`config.mk`:
```
export PLATFORM = sky130hd
export DESIGN_NAME = replay_engine
export DESIGN_NICKNAME = d
export VERILOG_FILES = /design/src/hdl/replay_pkg.sv /design/src/hdl/replay_engine.sv
export VERILOG_INCLUDE_DIRS = /design/src /design/src/hdl
export SDC_FILE = /design/constraint.sdc
export NUM_CORES = 1
export LEC_CHECK = 0
export BUFFER_PORTS_ARGS = -buffer_cell sky130_fd_sc_hd__buf_2
export CORE_MARGIN = 4
export CORE_UTILIZATION = 30
export CTS_CLUSTER_SIZE = 8
export DETAILED_ROUTE_END_ITERATION = 12
export GPL_ROUTABILITY_DRIVEN = 0
export PLACE_DENSITY = 0.69
export SETUP_SLACK_MARGIN = 0.4
export SKIP_CTS_REPAIR_TIMING = 1
export SYNTH_ARGS = -nofsm -noshare
export SYNTH_HDL_FRONTEND = slang
export SYNTH_SLANG_ARGS = --single-unit
```
`constraint.sdc`:
```
create_clock -name clk -period 2.5 [get_ports clk]
set_input_delay 0.125 -clock clk [delete_from_list [all_inputs] [get_ports clk]]
set_output_delay 0.125 -clock clk [all_outputs]
set_load 0.005 [all_outputs]
```
`src/hdl/replay_defines.svh`:
```
// Packet replay widths, depths and thresholds
// Shared by the package and the RTL blocks

`ifndef REPLAY_DEFINES_SVH
`define REPLAY_DEFINES_SVH

`define REPLAY_DATA_W      64
`define REPLAY_KEEP_W      8
// Stored beat is last, keep and data
`define REPLAY_BEAT_W      (1 + `REPLAY_KEEP_W + `REPLAY_DATA_W)

`define REPLAY_ADDR_W      10
`define REPLAY_CNT_W       8

`define REPLAY_FIFO_AW     4
// Free entries at or below which the output FIFO reports nearly full
`define REPLAY_FIFO_SLACK  2

`define REPLAY_SYNC_LEN    3

`endif

```
`src/hdl/replay_pkg.sv`:
```
// Packet replay types
// Vector widths with a meaning and the engine state encoding

`default_nettype none

package replay_pkg;

`include "replay_defines.svh"

   typedef logic [`REPLAY_DATA_W-1:0] data_t;
   typedef logic [`REPLAY_KEEP_W-1:0] keep_t;

   // Last at the top, then keep, then data
   typedef logic [`REPLAY_BEAT_W-1:0] beat_t;

   typedef logic [`REPLAY_ADDR_W-1:0] mem_addr_t;
   typedef logic [`REPLAY_CNT_W-1:0]  replay_cnt_t;

   typedef enum logic [1:0] {
      IDLE,
      CAPTURE,
      REPLAY,
      REPLAY_WRAP
   } engine_state_t;

endpackage

`default_nettype wire

```
`src/hdl/replay_engine.sv`:
```
// Capture and replay engine
// Writes accepted input beats to the beat memory, then reads the captured
// range back once per pass until the replay count is reached

`timescale 1ns/1ps
`default_nettype none

module replay_engine
   import replay_pkg::*;
(
   input  logic        clk,
   input  logic        rst_clk,
   input  logic        s_valid_i,
   input  logic        s_last_i,
   input  data_t       s_data_i,
   input  keep_t       s_keep_i,
   output logic        s_ready_o,
   input  logic        start_p_i,
   input  logic        wr_done_p_i,
   input  logic        clear_p_i,
   input  logic        sw_rst_hold_i,
   input  replay_cnt_t replay_count_i,
   input  logic        nearly_full_i,
   output logic        wr_en_o,
   output mem_addr_t   wr_addr_o,
   output beat_t       wr_beat_o,
   output logic        rd_en_o,
   output mem_addr_t   rd_addr_o
);

   engine_state_t state_q;
   engine_state_t state_d;
   mem_addr_t     wr_addr_q;
   mem_addr_t     wr_addr_d;
   mem_addr_t     end_addr_q;
   mem_addr_t     rd_addr_q;
   mem_addr_t     rd_addr_d;
   replay_cnt_t   pass_q;
   replay_cnt_t   pass_d;
   replay_cnt_t   pass_inc;
   replay_cnt_t   pass_target;
   logic          captured_q;
   logic          mem_full_q;
   logic          accept;

   assign s_ready_o = (state_q == CAPTURE) && !mem_full_q;
   assign accept    = s_valid_i && s_ready_o;

   assign wr_en_o   = accept;
   assign wr_addr_o = wr_addr_q;
   assign wr_beat_o = {s_last_i, s_keep_i, s_data_i};

   // Only read when the FIFO has room for this beat plus the one in flight
   assign rd_en_o   = (state_q == REPLAY) && !nearly_full_i;
   assign rd_addr_o = rd_addr_q;

   assign pass_inc    = pass_q + 1'b1;
   // A count of zero still plays the capture once
   assign pass_target = (replay_count_i == '0) ? replay_cnt_t'(1) : replay_count_i;

   always_comb begin
      state_d   = state_q;
      wr_addr_d = wr_addr_q;
      rd_addr_d = rd_addr_q;
      pass_d    = pass_q;
      case (state_q)
         IDLE: begin
            if (s_valid_i) begin
               state_d = CAPTURE;
            end else if (start_p_i && captured_q && !sw_rst_hold_i) begin
               state_d   = REPLAY;
               rd_addr_d = '0;
               pass_d    = '0;
            end
         end
         CAPTURE: begin
            if (accept) begin
               wr_addr_d = wr_addr_q + 1'b1;
            end
            // Rewind so the next capture overwrites this one
            if (wr_done_p_i) begin
               state_d   = IDLE;
               wr_addr_d = '0;
            end
         end
         REPLAY: begin
            if (rd_en_o) begin
               rd_addr_d = rd_addr_q + 1'b1;
               if (rd_addr_q == end_addr_q) begin
                  state_d = REPLAY_WRAP;
               end
            end
         end
         REPLAY_WRAP: begin
            pass_d    = pass_inc;
            rd_addr_d = '0;
            state_d   = (pass_inc >= pass_target) ? IDLE : REPLAY;
         end
         default: begin
            state_d = IDLE;
         end
      endcase
      // Software reset aborts whatever is running
      if (clear_p_i) begin
         state_d   = IDLE;
         wr_addr_d = '0;
      end
   end

   always_ff @(posedge clk) begin
      if (rst_clk) begin
         state_q    <= IDLE;
         wr_addr_q  <= '0;
         rd_addr_q  <= '0;
         pass_q     <= '0;
         end_addr_q <= '0;
         captured_q <= 1'b0;
         mem_full_q <= 1'b0;
      end else begin
         state_q   <= state_d;
         wr_addr_q <= wr_addr_d;
         rd_addr_q <= rd_addr_d;
         pass_q    <= pass_d;
         if (accept) begin
            end_addr_q <= wr_addr_q;
            captured_q <= 1'b1;
         end
         // Writing the top address fills the memory
         if (accept && (wr_addr_q == '1)) begin
            mem_full_q <= 1'b1;
         end
         if (wr_done_p_i || clear_p_i) begin
            mem_full_q <= 1'b0;
         end
         if (clear_p_i) begin
            captured_q <= 1'b0;
         end
      end
   end

endmodule

`default_nettype wire

```
==> flow_summary.yaml <==
synthesis:
  synthesis.area_sq_um: 2830
  postSynthNetCount: 452
  synthesis.area_per_instance_sq_um: 8.03
  netlist_top_cells_count: "buf_4 (74), dfxtp_1 (42), a21oi_1 (33), nand2_1 (29), nor2_1 (22)"
  synthCells: 352
  synth_largest_type_area_fraction_pct: 29.8
  synth-seq-cells: 42
  synth_edf_count: 0
  ys_async_sr_fraction_pct: 0
  yosysWarnings: 0
  yosysMostFrequentCell: "buf_4"
  synth_cell_types: 45
  synth.yosys.seq_area_share_pct: 29.8
  synth_top_cell_by_area: "dfxtp_1"
  ys.flop_type: "dfxtp_1"
  synth_top_cells_by_area: "dfxtp_1 (30%), buf_4 (20%), a21oi_1 (5.8%)"
layout:
  drive_gt1_share_pct: 20.1
  finish.net_count: 413
  instances_no_fill: 425
  finish.utilization_pct: 29.4
  layout-area-overhead-vs-synth_pct: -4.25
  insertedDiodeCount: 0
  stdcell_area_sq_um: 2710
critical_path:
  timing.setup.critical_path_class: "flip-flop to flip-flop"
  end_kind: "flip-flop"
  critical_path_maximum_fanout: 6
  critPathLaunchType: "flip-flop"
  critPathLaunch: "pass_q[2]$_SDFFE_PP0P_"
  timing.critical_path.arrival_ns: 2.17
  r2r_start: "pass_q[2]$_SDFFE_PP0P_"
  timing.critical_path.required_ns: 2.70
min_path:
  min_from: "clear_p_i"
  hp-class: "input port to flip-flop"
route:
  via_per_inst: 4.98
  drt.antenna.violating_nets: 0
  num_vias: 2115
  initialDrtViolationCount: 85
  route.detailed.wl_per_inst_um: 13.0
  drt-total-wl_um: 5530
  drc_violations_left: 0
  drt-pass1-iter-count: 4
sta:
  fin_setup_tns_ns: 0
  skew_ns: 0.00918
  hold_viol: 0
  finalHoldWorstSlack_ns: 0.179
  highest_attainable_clock_frequency_ghz: 0.508
  finalMaxSlewViolations: 0
  timing.max_slew.rel_slack_pct: 54.8
  min_period_ns: 1.97
  unrepaired_setup_endpoints_after_global_routing: "false"
  fin_crit_sh_pct: 78.7
  tightest_pin_transition_ns: 0.679
  setup_viol: 0
clocking:
  cts_tree: "done"
  clock_latency_ns: 0.29
  cts_buffer_count: 5
  htreeDepth: 2
  worst_case_clock_buffer_depth: 2
  numClockSinks: 42
  cts.root.buffer_cell: "clkbuf_8"
  cts.clk_slew.worst_paths_ns: 0.08
global_route:
  largest_net_degree_at_the_start_of_global_routing: 21
  grt_first_pass_wirelength_um: 9230
  number_of_global_route_vias_before_repair: 2012
  grt.total_usage_pct: 9.72
  initial_antenna_violation_count: 0
  globalRouteOverflowTotal: 0
placement:
  detailedPlacementHpwl_um: 4270
  numPlacedInstances: 417
  place_area_sq_um: 2560
  port-buffer-count: 38
floorplanning:
  core.rowCount: 35
  std_cell_core_area_sq_um: 9200
  die_h_um: 105
  initial_utilization_pct: 30.7
  die_x_um: 105
  floorplan.io_pins: 185
  die_area_sq_um: 11000
power:
  power_density_nw_per_um2: 472
  worst_ir_drop_vdd_v: 0.000233
  p_leak_nw: 1.14
flow_run:
  drv_cap: 0
status:
  run_status: "completed"
-- cells by family (layout without fill, tap and decap cells) --
| group | count (synthesis) | in the layout | share of synthesized area, % |
|---|---|---|---|
| AND/OR/NAND/NOR | 106 | 106 | 19.5 |
| buffers and inverters | 98 | 60 | 23.0 |
| AO/OA/AOI/OAI | 74 | 74 | 16.3 |
| flip-flops | 42 | 42 | 29.8 |
| XOR/XNOR | 20 | 20 | 6.20 |
| adder cells (fa/ha/maj) | 11 | 11 | 4.87 |
| multiplexers | 1 | 1 | 0.399 |
-- where the power goes --
part / internal (W) / switching, W
clock network: 0.000299 / 0.000242
registers: 0.000669 / 0.00000363
logic: 0.0000238 / 0.0000392
total: 0.000992 / 0.000285
-- final cells by class --
type / count / area, sq um
Clock buffer: 5 / 68.8
Clock inverter: 3 / 43.8
Fill cell: 994 / 6490
Inverter: 13 / 48.8
Multi-Input combinational cell: 212 / 1360
Sequential cell: 42 / 848
Tap cell: 111 / 139
Timing Repair Buffer: 39 / 198
-- flip-flops by register name, indices dropped and copies added, names as in the netlist --
register / cells
pass_q: 8
mem_full_q: 1
end_addr_q: 10
state_q: 2
rd_addr_o: 10
wr_addr_o: 10
captured_q: 1
-- final timing paths --
kind                                                    to  slack (ns)  cells past startpoint
worst max-delay path               state_q[1]$_SDFFE_PP0P_        0.53                      8
worst min-delay path             wr_addr_o[0]$_SDFFE_PP0P_        0.18                      3
worst max register to register     state_q[1]$_SDFFE_PP0P_        0.53                      8
worst min register to register  end_addr_q[0]$_SDFFE_PP0P_        0.47                      2
-- worst max-delay path, stage by stage (launching register included) --
cell	delay, ns
dfxtp_2	0.38
and3_4	0.23
nand2_1	0.08
xnor2_1	0.13
ha_1	0.31
a211o_1	0.26
o211ai_1	0.09
o211ai_1	0.15
a211oi_1	0.23
-- per-layer routing --
metal / up-vias / share of wire (%) / global-route usage [%] / wire length (um)
met5: - / 0 / 0 / 0
met4: 0 / 1.6 / 4.22 / 87
met3: 16 / 5.7 / 2.59 / 316
met2: 64 / 47 / 15.8 / 2590
met1: 988 / 46 / 12.0 / 2530
li1: 1047 / - / - / -
-- placed cells by master (no fill, tap or decap), types with 2 or more instances in the layout --
cell type  count
nor4_1         3
nand3b_1       2
a211oi_1       2
or4_1          3
nand3_1        4
o21a_1         2
nor2_1        21
nand2b_1       5
nand4_1        4
nand2_1       29
a211o_1        2
dfxtp_2        3
or3_1         12
clkbuf_8       5
a21oi_1       33
a22oi_1        2
and2_1         6
ha_1          10
dfxtp_1       38
or2_2          2
and4_1         2
o211ai_1       3
xor2_1        16
o21ai_0       17
inv_1         13
a22o_1         2
xnor2_1        4
buf_2         38
o31ai_1        3
nor3_1         4
o2111ai_2      2
-- per-stage QoR --
step,worst slack [ns],power [W]
CTS,0.321,0.00130
floorplan,0.597,0.000823
global route,0.401,0.00133
global placement,0.461,0.000751
detailed placement,0.330,0.000753
finish,0.532,0.00128
Note: power is estimated with default switching activity, not from simulation.
