`src/hdl/replay_defines.svh`:
```
// Packet replay widths, depths and thresholds
// Shared by the package and the RTL blocks

`ifndef REPLAY_DEFINES_SVH
`define REPLAY_DEFINES_SVH

`define REPLAY_DATA_W      64
`define REPLAY_KEEP_W      8
// Stored beat is last, keep and data
`define REPLAY_BEAT_W      (1 + `REPLAY_KEEP_W + `REPLAY_DATA_W)

`define REPLAY_ADDR_W      10
`define REPLAY_CNT_W       8

`define REPLAY_FIFO_AW     4
// Free entries at or below which the output FIFO reports nearly full
`define REPLAY_FIFO_SLACK  2

`define REPLAY_SYNC_LEN    3

`endif

```
`src/hdl/replay_pkg.sv`:
```
// Packet replay types
// Vector widths with a meaning and the engine state encoding

`default_nettype none

package replay_pkg;

`include "replay_defines.svh"

   typedef logic [`REPLAY_DATA_W-1:0] data_t;
   typedef logic [`REPLAY_KEEP_W-1:0] keep_t;

   // Last at the top, then keep, then data
   typedef logic [`REPLAY_BEAT_W-1:0] beat_t;

   typedef logic [`REPLAY_ADDR_W-1:0] mem_addr_t;
   typedef logic [`REPLAY_CNT_W-1:0]  replay_cnt_t;

   typedef enum logic [1:0] {
      IDLE,
      CAPTURE,
      REPLAY,
      REPLAY_WRAP
   } engine_state_t;

endpackage

`default_nettype wire

```
`src/hdl/replay_ctrl_sync.sv`:
```
// Replay control synchronizer
// Brings the start, write-done and software-reset levels onto clk,
// makes edge pulses and holds the replay count and the clear flag

`timescale 1ns/1ps
`default_nettype none

`include "replay_defines.svh"

module replay_ctrl_sync
   import replay_pkg::*;
(
   input  logic        clk,
   input  logic        rst_clk,
   input  logic        start_replay_i,
   input  logic        wr_done_i,
   input  logic        sw_rst_i,
   input  replay_cnt_t replay_count_i,
   output logic        start_p_o,
   output logic        wr_done_p_o,
   output logic        clear_p_o,
   output logic        sw_rst_hold_o,
   output replay_cnt_t replay_count_o
);

   localparam int SL = `REPLAY_SYNC_LEN;

   // Lane order is {sw_rst, wr_done, start} with stage 0 the newest
   logic [SL-1:0][2:0] sync_q;
   logic [2:0]         lvl_now;
   logic [2:0]         lvl_prev;
   logic [2:0]         rise;
   logic               sw_rst_hold_q;
   replay_cnt_t        replay_count_q;

   always_ff @(posedge clk) begin
      if (rst_clk) begin
         sync_q <= '0;
      end else begin
         sync_q <= {sync_q[SL-2:0], {sw_rst_i, wr_done_i, start_replay_i}};
      end
   end

   assign lvl_now  = sync_q[SL-2];
   assign lvl_prev = sync_q[SL-1];
   assign rise     = lvl_now & ~lvl_prev;

   assign start_p_o   = rise[0];
   assign wr_done_p_o = rise[1];
   assign clear_p_o   = rise[2];

   always_ff @(posedge clk) begin
      if (rst_clk) begin
         sw_rst_hold_q  <= 1'b0;
         replay_count_q <= '0;
      end else begin
         sw_rst_hold_q <= lvl_now[2];
         // Software reset wins over a start seen in the same cycle
         if (rise[2]) begin
            replay_count_q <= '0;
         end else if (rise[0]) begin
            replay_count_q <= replay_count_i;
         end
      end
   end

   assign sw_rst_hold_o  = sw_rst_hold_q;
   assign replay_count_o = replay_count_q;

endmodule

`default_nettype wire

```
`config.mk`:
```
export PLATFORM = sky130hd
export DESIGN_NAME = replay_ctrl_sync
export DESIGN_NICKNAME = d
export VERILOG_FILES = /design/src/hdl/replay_pkg.sv /design/src/hdl/replay_ctrl_sync.sv
export VERILOG_INCLUDE_DIRS = /design/src /design/src/hdl
export SDC_FILE = /design/constraint.sdc
export NUM_CORES = 1
export LEC_CHECK = 0
export BUFFER_PORTS_ARGS = -buffer_cell sky130_fd_sc_hd__buf_2
export CORE_MARGIN = 2
export CORE_UTILIZATION = 39
export CTS_CLUSTER_SIZE = 30
export DETAILED_ROUTE_END_ITERATION = 12
export PLACE_DENSITY = 0.79
export SETUP_SLACK_MARGIN = 0.02
export SLEW_MARGIN = 0
export SYNTH_ARGS = -nofsm -noshare
export SYNTH_HDL_FRONTEND = slang
export SYNTH_SLANG_ARGS = --single-unit
```
`constraint.sdc`:
```
create_clock -name clk -period 0.95 [get_ports clk]
set_clock_uncertainty 0.05 [all_clocks]
set_input_delay 0.0475 -clock clk [delete_from_list [all_inputs] [get_ports clk]]
set_output_delay 0.0475 -clock clk [all_outputs]
set_load 0.05 [all_outputs]
```
==> metrics.txt <==
# TYPE chip_impl_metric gauge
chip_impl_info{name="run_status",value="finished, violations left"} 1
chip_impl_info{name="failed_checks",value="negative setup slack"} 1
chip_impl_metric{name="number_of_global_route_vias_before_repair",unit=""} 506
chip_impl_metric{name="timing.max_cap.violations",unit=""} 0
chip_impl_info{name="hold_end",value="lvl_now[2]$_SDFF_PP0_"} 1
chip_impl_metric{name="post-route-drc-count",unit=""} 0
chip_impl_metric{name="maximum_number_of_pins_on_one_net_before_global_route_repair",unit=""} 10
chip_impl_metric{name="place_congestion",unit=""} 0.736
chip_impl_metric{name="cts_sinks",unit=""} 17
chip_impl_metric{name="wl",unit="mm"} 1.24
chip_impl_metric{name="antenna_cells",unit=""} 0
chip_impl_metric{name="groute.usage.overall",unit="%"} 14.8
chip_impl_info{name="r2r-start",value="lvl_now[2]$_SDFF_PP0_"} 1
chip_impl_info{name="endpoint_kind",value="output pin"} 1
chip_impl_metric{name="dieHeight",unit="µm"} 43.0
chip_impl_metric{name="post-route-period-util",unit="%"} 109
chip_impl_metric{name="ys_ff_latch",unit=""} 17
chip_impl_metric{name="crit_required",unit="ns"} 0.85
chip_impl_info{name="clock-root-buffer",value="sky130_fd_sc_hd__clkbuf_4"} 1
chip_impl_metric{name="post_synth.cell_area_avg",unit="µm²"} 10.4
chip_impl_metric{name="min_path_cells",unit=""} 3
chip_impl_metric{name="cts_htree_levels",unit=""} 1
chip_impl_metric{name="postSynthNetCount",unit=""} 70
chip_impl_metric{name="post_synth_instance_area",unit="µm²"} 592
chip_impl_metric{name="synth-warning-count",unit=""} 0
chip_impl_metric{name="synthSimpleGateAreaFrac",unit="%"} 26.2
chip_impl_info{name="r2r_end",value="replay_count_o[3]$_SDFFE_PP0P_"} 1
chip_impl_info{name="min-delay-start",value="rst_clk"} 1
chip_impl_metric{name="normalized_max_slew_margin",unit="%"} 90.1
chip_impl_info{name="worstSetupStartpointType",value="flop"} 1
chip_impl_metric{name="boundary_pin_count",unit=""} 25
chip_impl_metric{name="core_area",unit="mm²"} 0.00147
chip_impl_metric{name="detail_route.wl_per_cell",unit="µm"} 10.9
chip_impl_metric{name="min_period",unit="ns"} 1.03
chip_impl_metric{name="filler_cell_count",unit=""} 118
chip_impl_metric{name="final-hold-violation-count",unit=""} 0
chip_impl_metric{name="ff2ff_setup_slack",unit="ns"} -0.03
chip_impl_metric{name="synthAdderAreaFrac",unit="%"} 0
chip_impl_metric{name="worst_pin_slew",unit="ns"} 0.149
chip_impl_metric{name="placement.io_buffers",unit=""} 24
chip_impl_metric{name="cts_made_buffers",unit=""} 3
chip_impl_metric{name="setup_viol_count_final",unit=""} 11
chip_impl_metric{name="synthDominantCellAreaShare",unit="%"} 57.5
chip_impl_metric{name="placement.cell_area",unit="µm²"} 731
chip_impl_metric{name="initial_antenna_violation_count",unit=""} 0
chip_impl_info{name="dominant_combinational_cell_family_by_area_after_synthesis",value="simple AND/OR/NAND/NOR gates"} 1
chip_impl_metric{name="maxSlewViolCount",unit=""} 0
chip_impl_metric{name="pre_cts_ws",unit="ns"} -0.106
chip_impl_metric{name="drt_pre_antenna_iters",unit=""} 4
chip_impl_metric{name="worst_skew_pair.late_latency",unit="ns"} 0.28
chip_impl_metric{name="sequential_cell_area_fraction_in_the_yosys_report",unit="%"} 57.5
chip_impl_metric{name="overflow",unit=""} 0
chip_impl_info{name="worstHoldPathType",value="in -> reg"} 1
chip_impl_metric{name="floorplan.initialDensity",unit="%"} 40.2
chip_impl_metric{name="rr_worst_depth",unit=""} 3
chip_impl_metric{name="areal_power_density_over_the_cells",unit="mW/mm²"} 1370
chip_impl_metric{name="synth_area_in_xor_xnor",unit="%"} 0
chip_impl_info{name="synth.area.top_cells",value="sky130_fd_sc_hd__dfxtp_1, sky130_fd_sc_hd__a21oi_2, sky130_fd_sc_hd__nand2_1, sky130_fd_sc_hd__nor2b_1, sky130_fd_sc_hd__and2b_1"} 1
chip_impl_metric{name="synth.distinct_cells",unit=""} 11
chip_impl_metric{name="netlist_instances",unit=""} 57
chip_impl_metric{name="vdd_ir_drop_max",unit="mV"} 0.815
chip_impl_metric{name="grt_pass1_wl",unit="mm"} 1.99
chip_impl_metric{name="dr_total_vias",unit=""} 511
chip_impl_metric{name="postLayoutSetupSlackWorst",unit="ns"} -0.0816
chip_impl_metric{name="clock_pin_slew_on_the_worst_setup_and_hold_paths",unit="ns"} 0.09
chip_impl_metric{name="critPathArrivalTime",unit="ns"} 0.93
chip_impl_metric{name="cell_area_after_layout",unit="µm²"} 992
chip_impl_metric{name="muxShareOfSynthArea",unit="%"} 0
chip_impl_metric{name="ant_nets",unit=""} 0
chip_impl_metric{name="drive_above_1_share",unit="%"} 57.7
chip_impl_metric{name="floorplan.die_area",unit="mm²"} 0.00185
chip_impl_metric{name="power.leakage",unit="nW"} 0.422
chip_impl_info{name="setup_repair_after_global_routing_missed_its_margin",value="yes"} 1
chip_impl_metric{name="cp_max_fo",unit=""} 2
chip_impl_info{name="tritoncts",value="built"} 1
chip_impl_info{name="yosys.area.top_type",value="sky130_fd_sc_hd__dfxtp_1"} 1
chip_impl_metric{name="finalNetCount",unit=""} 111
chip_impl_metric{name="fmax",unit="MHz"} 969
chip_impl_metric{name="first_iter_violations",unit=""} 3
chip_impl_metric{name="detailed_place_hpwl",unit="µm"} 742
chip_impl_metric{name="die_w",unit="µm"} 43.0
chip_impl_metric{name="syn2layout_area_growth",unit="%"} 67.7
chip_impl_info{name="worst-setup-path-type",value="reg -> out"} 1
chip_impl_metric{name="via_per_inst",unit=""} 4.52
chip_impl_metric{name="share_of_the_synthesized_area_in_compound_gates_ao_oa_aoi_oai",unit="%"} 11.8
chip_impl_metric{name="clk_buf_depth",unit=""} 2
chip_impl_metric{name="placement_rows",unit=""} 14
-- layout make-up --
cell class                 count  area, µm²  area share [%]
tap                           16       20.0            2.02
multi-input combinational     37        243            24.5
inverter                       1       6.26           0.631
timing repair buffer          38        339            34.2
clock buffer                   4       26.3            2.65
sequential                    17        358            36.1
-- stage by stage --
| stage | instances | util [%] | TNS [ns] | power, W | hold WS, ns |
|---|---|---|---|---|---|
| final | 113 | 67.4 | -0.351 | 0.00136 | 0.0310 |
| after global routing | 113 | 67.4 | -0.885 | 0.00143 | 0.0302 |
| after CTS | 113 | 65.7 | -0.327 | 0.00137 | 0.0298 |
| after detailed placement | 97 | 49.7 | -0.804 | 0.000926 | 0.208 |
| after global placement | 97 | 49.7 | -0.573 | 0.000923 | 0.201 |
| after floorplan | 57 | - | -1.96 | 0.000879 | 0.0691 |
-- metal layers --
layer | vias up | share of wire (%) | track usage, %
met2 | 25 | 54 | 27.3
li1 | 257 | - | -
met5 | - | 0 | 0
met1 | 229 | 40 | 15.1
met4 | 0 | 0 | 9.09
met3 | 0 | 5.5 | 2.55
-- critical path: stages, from the launching register on --
cell and delay (ns):
sky130_fd_sc_hd__dfxtp_4 0.37, sky130_fd_sc_hd__nor2b_4 0.13, sky130_fd_sc_hd__buf_8 0.15
-- placed cells by master, fill, tap and decap left out, drive strengths merged --
cell type    synthesis  layout
dfxtp               17      17
a21oi                8       8
nor2b                7       7
clkbuf               0       4
and2b                4       4
nand2               16      16
nand2b               1       1
buf                  2      27
inv                  1       1
or2                  1       1
dlygate4sd3          0      11
-- report_power, final --
part / total [W] / switching (W) / leakage, nW / internal, W
registers: 0.000752 / 0.0000141 / 0.145 / 0.000738
clock network: 0.000369 / 0.000206 / 0.0150 / 0.000163
logic: 0.000234 / 0.000117 / 0.263 / 0.000117
-- logic make-up after synthesis --
logic type | Yosys count
flip-flops | 17
AND/OR/NAND/NOR | 29
AO/OA/AOI/OAI | 8
buffers and inverters | 3
-- synth_stat cells (all sizes together) --
master and instances:
or2 1, dfxtp 17, nor2b 7, inv 1
nand2 16, a21oi 8, and2b 4, buf 2
nand2b 1
-- state kept, by name, summed over array words and instances, names as in the netlist --
name / cells
lvl_now: 3
lvl_prev: 3
replay_count_o: 8
sync_q: 3
-- worst max path at each step --
stage                                start                             end  depth (start not counted)
floorplan           lvl_prev[2]$_SDFF_PP0_  replay_count_o[0]$_SDFFE_PP0P_                          4
global placement     lvl_now[2]$_SDFF_PP0_  replay_count_o[0]$_SDFFE_PP0P_                          3
detailed placement   lvl_now[2]$_SDFF_PP0_  replay_count_o[3]$_SDFFE_PP0P_                          3
CTS                 lvl_prev[0]$_SDFF_PP0_                       start_p_o                          3
global route        lvl_prev[0]$_SDFF_PP0_                       start_p_o                          3
finish              lvl_prev[2]$_SDFF_PP0_                       clear_p_o                          2
-- repair_timing --
action                     4_1_cts  5_1_grt
buffers inserted                 1        0
hold buffers                    11        0
setup endpoints to repair       20       20
hold endpoints to repair        11        0
gates resized for setup         30       12
Power figures use the tool's default switching activity.
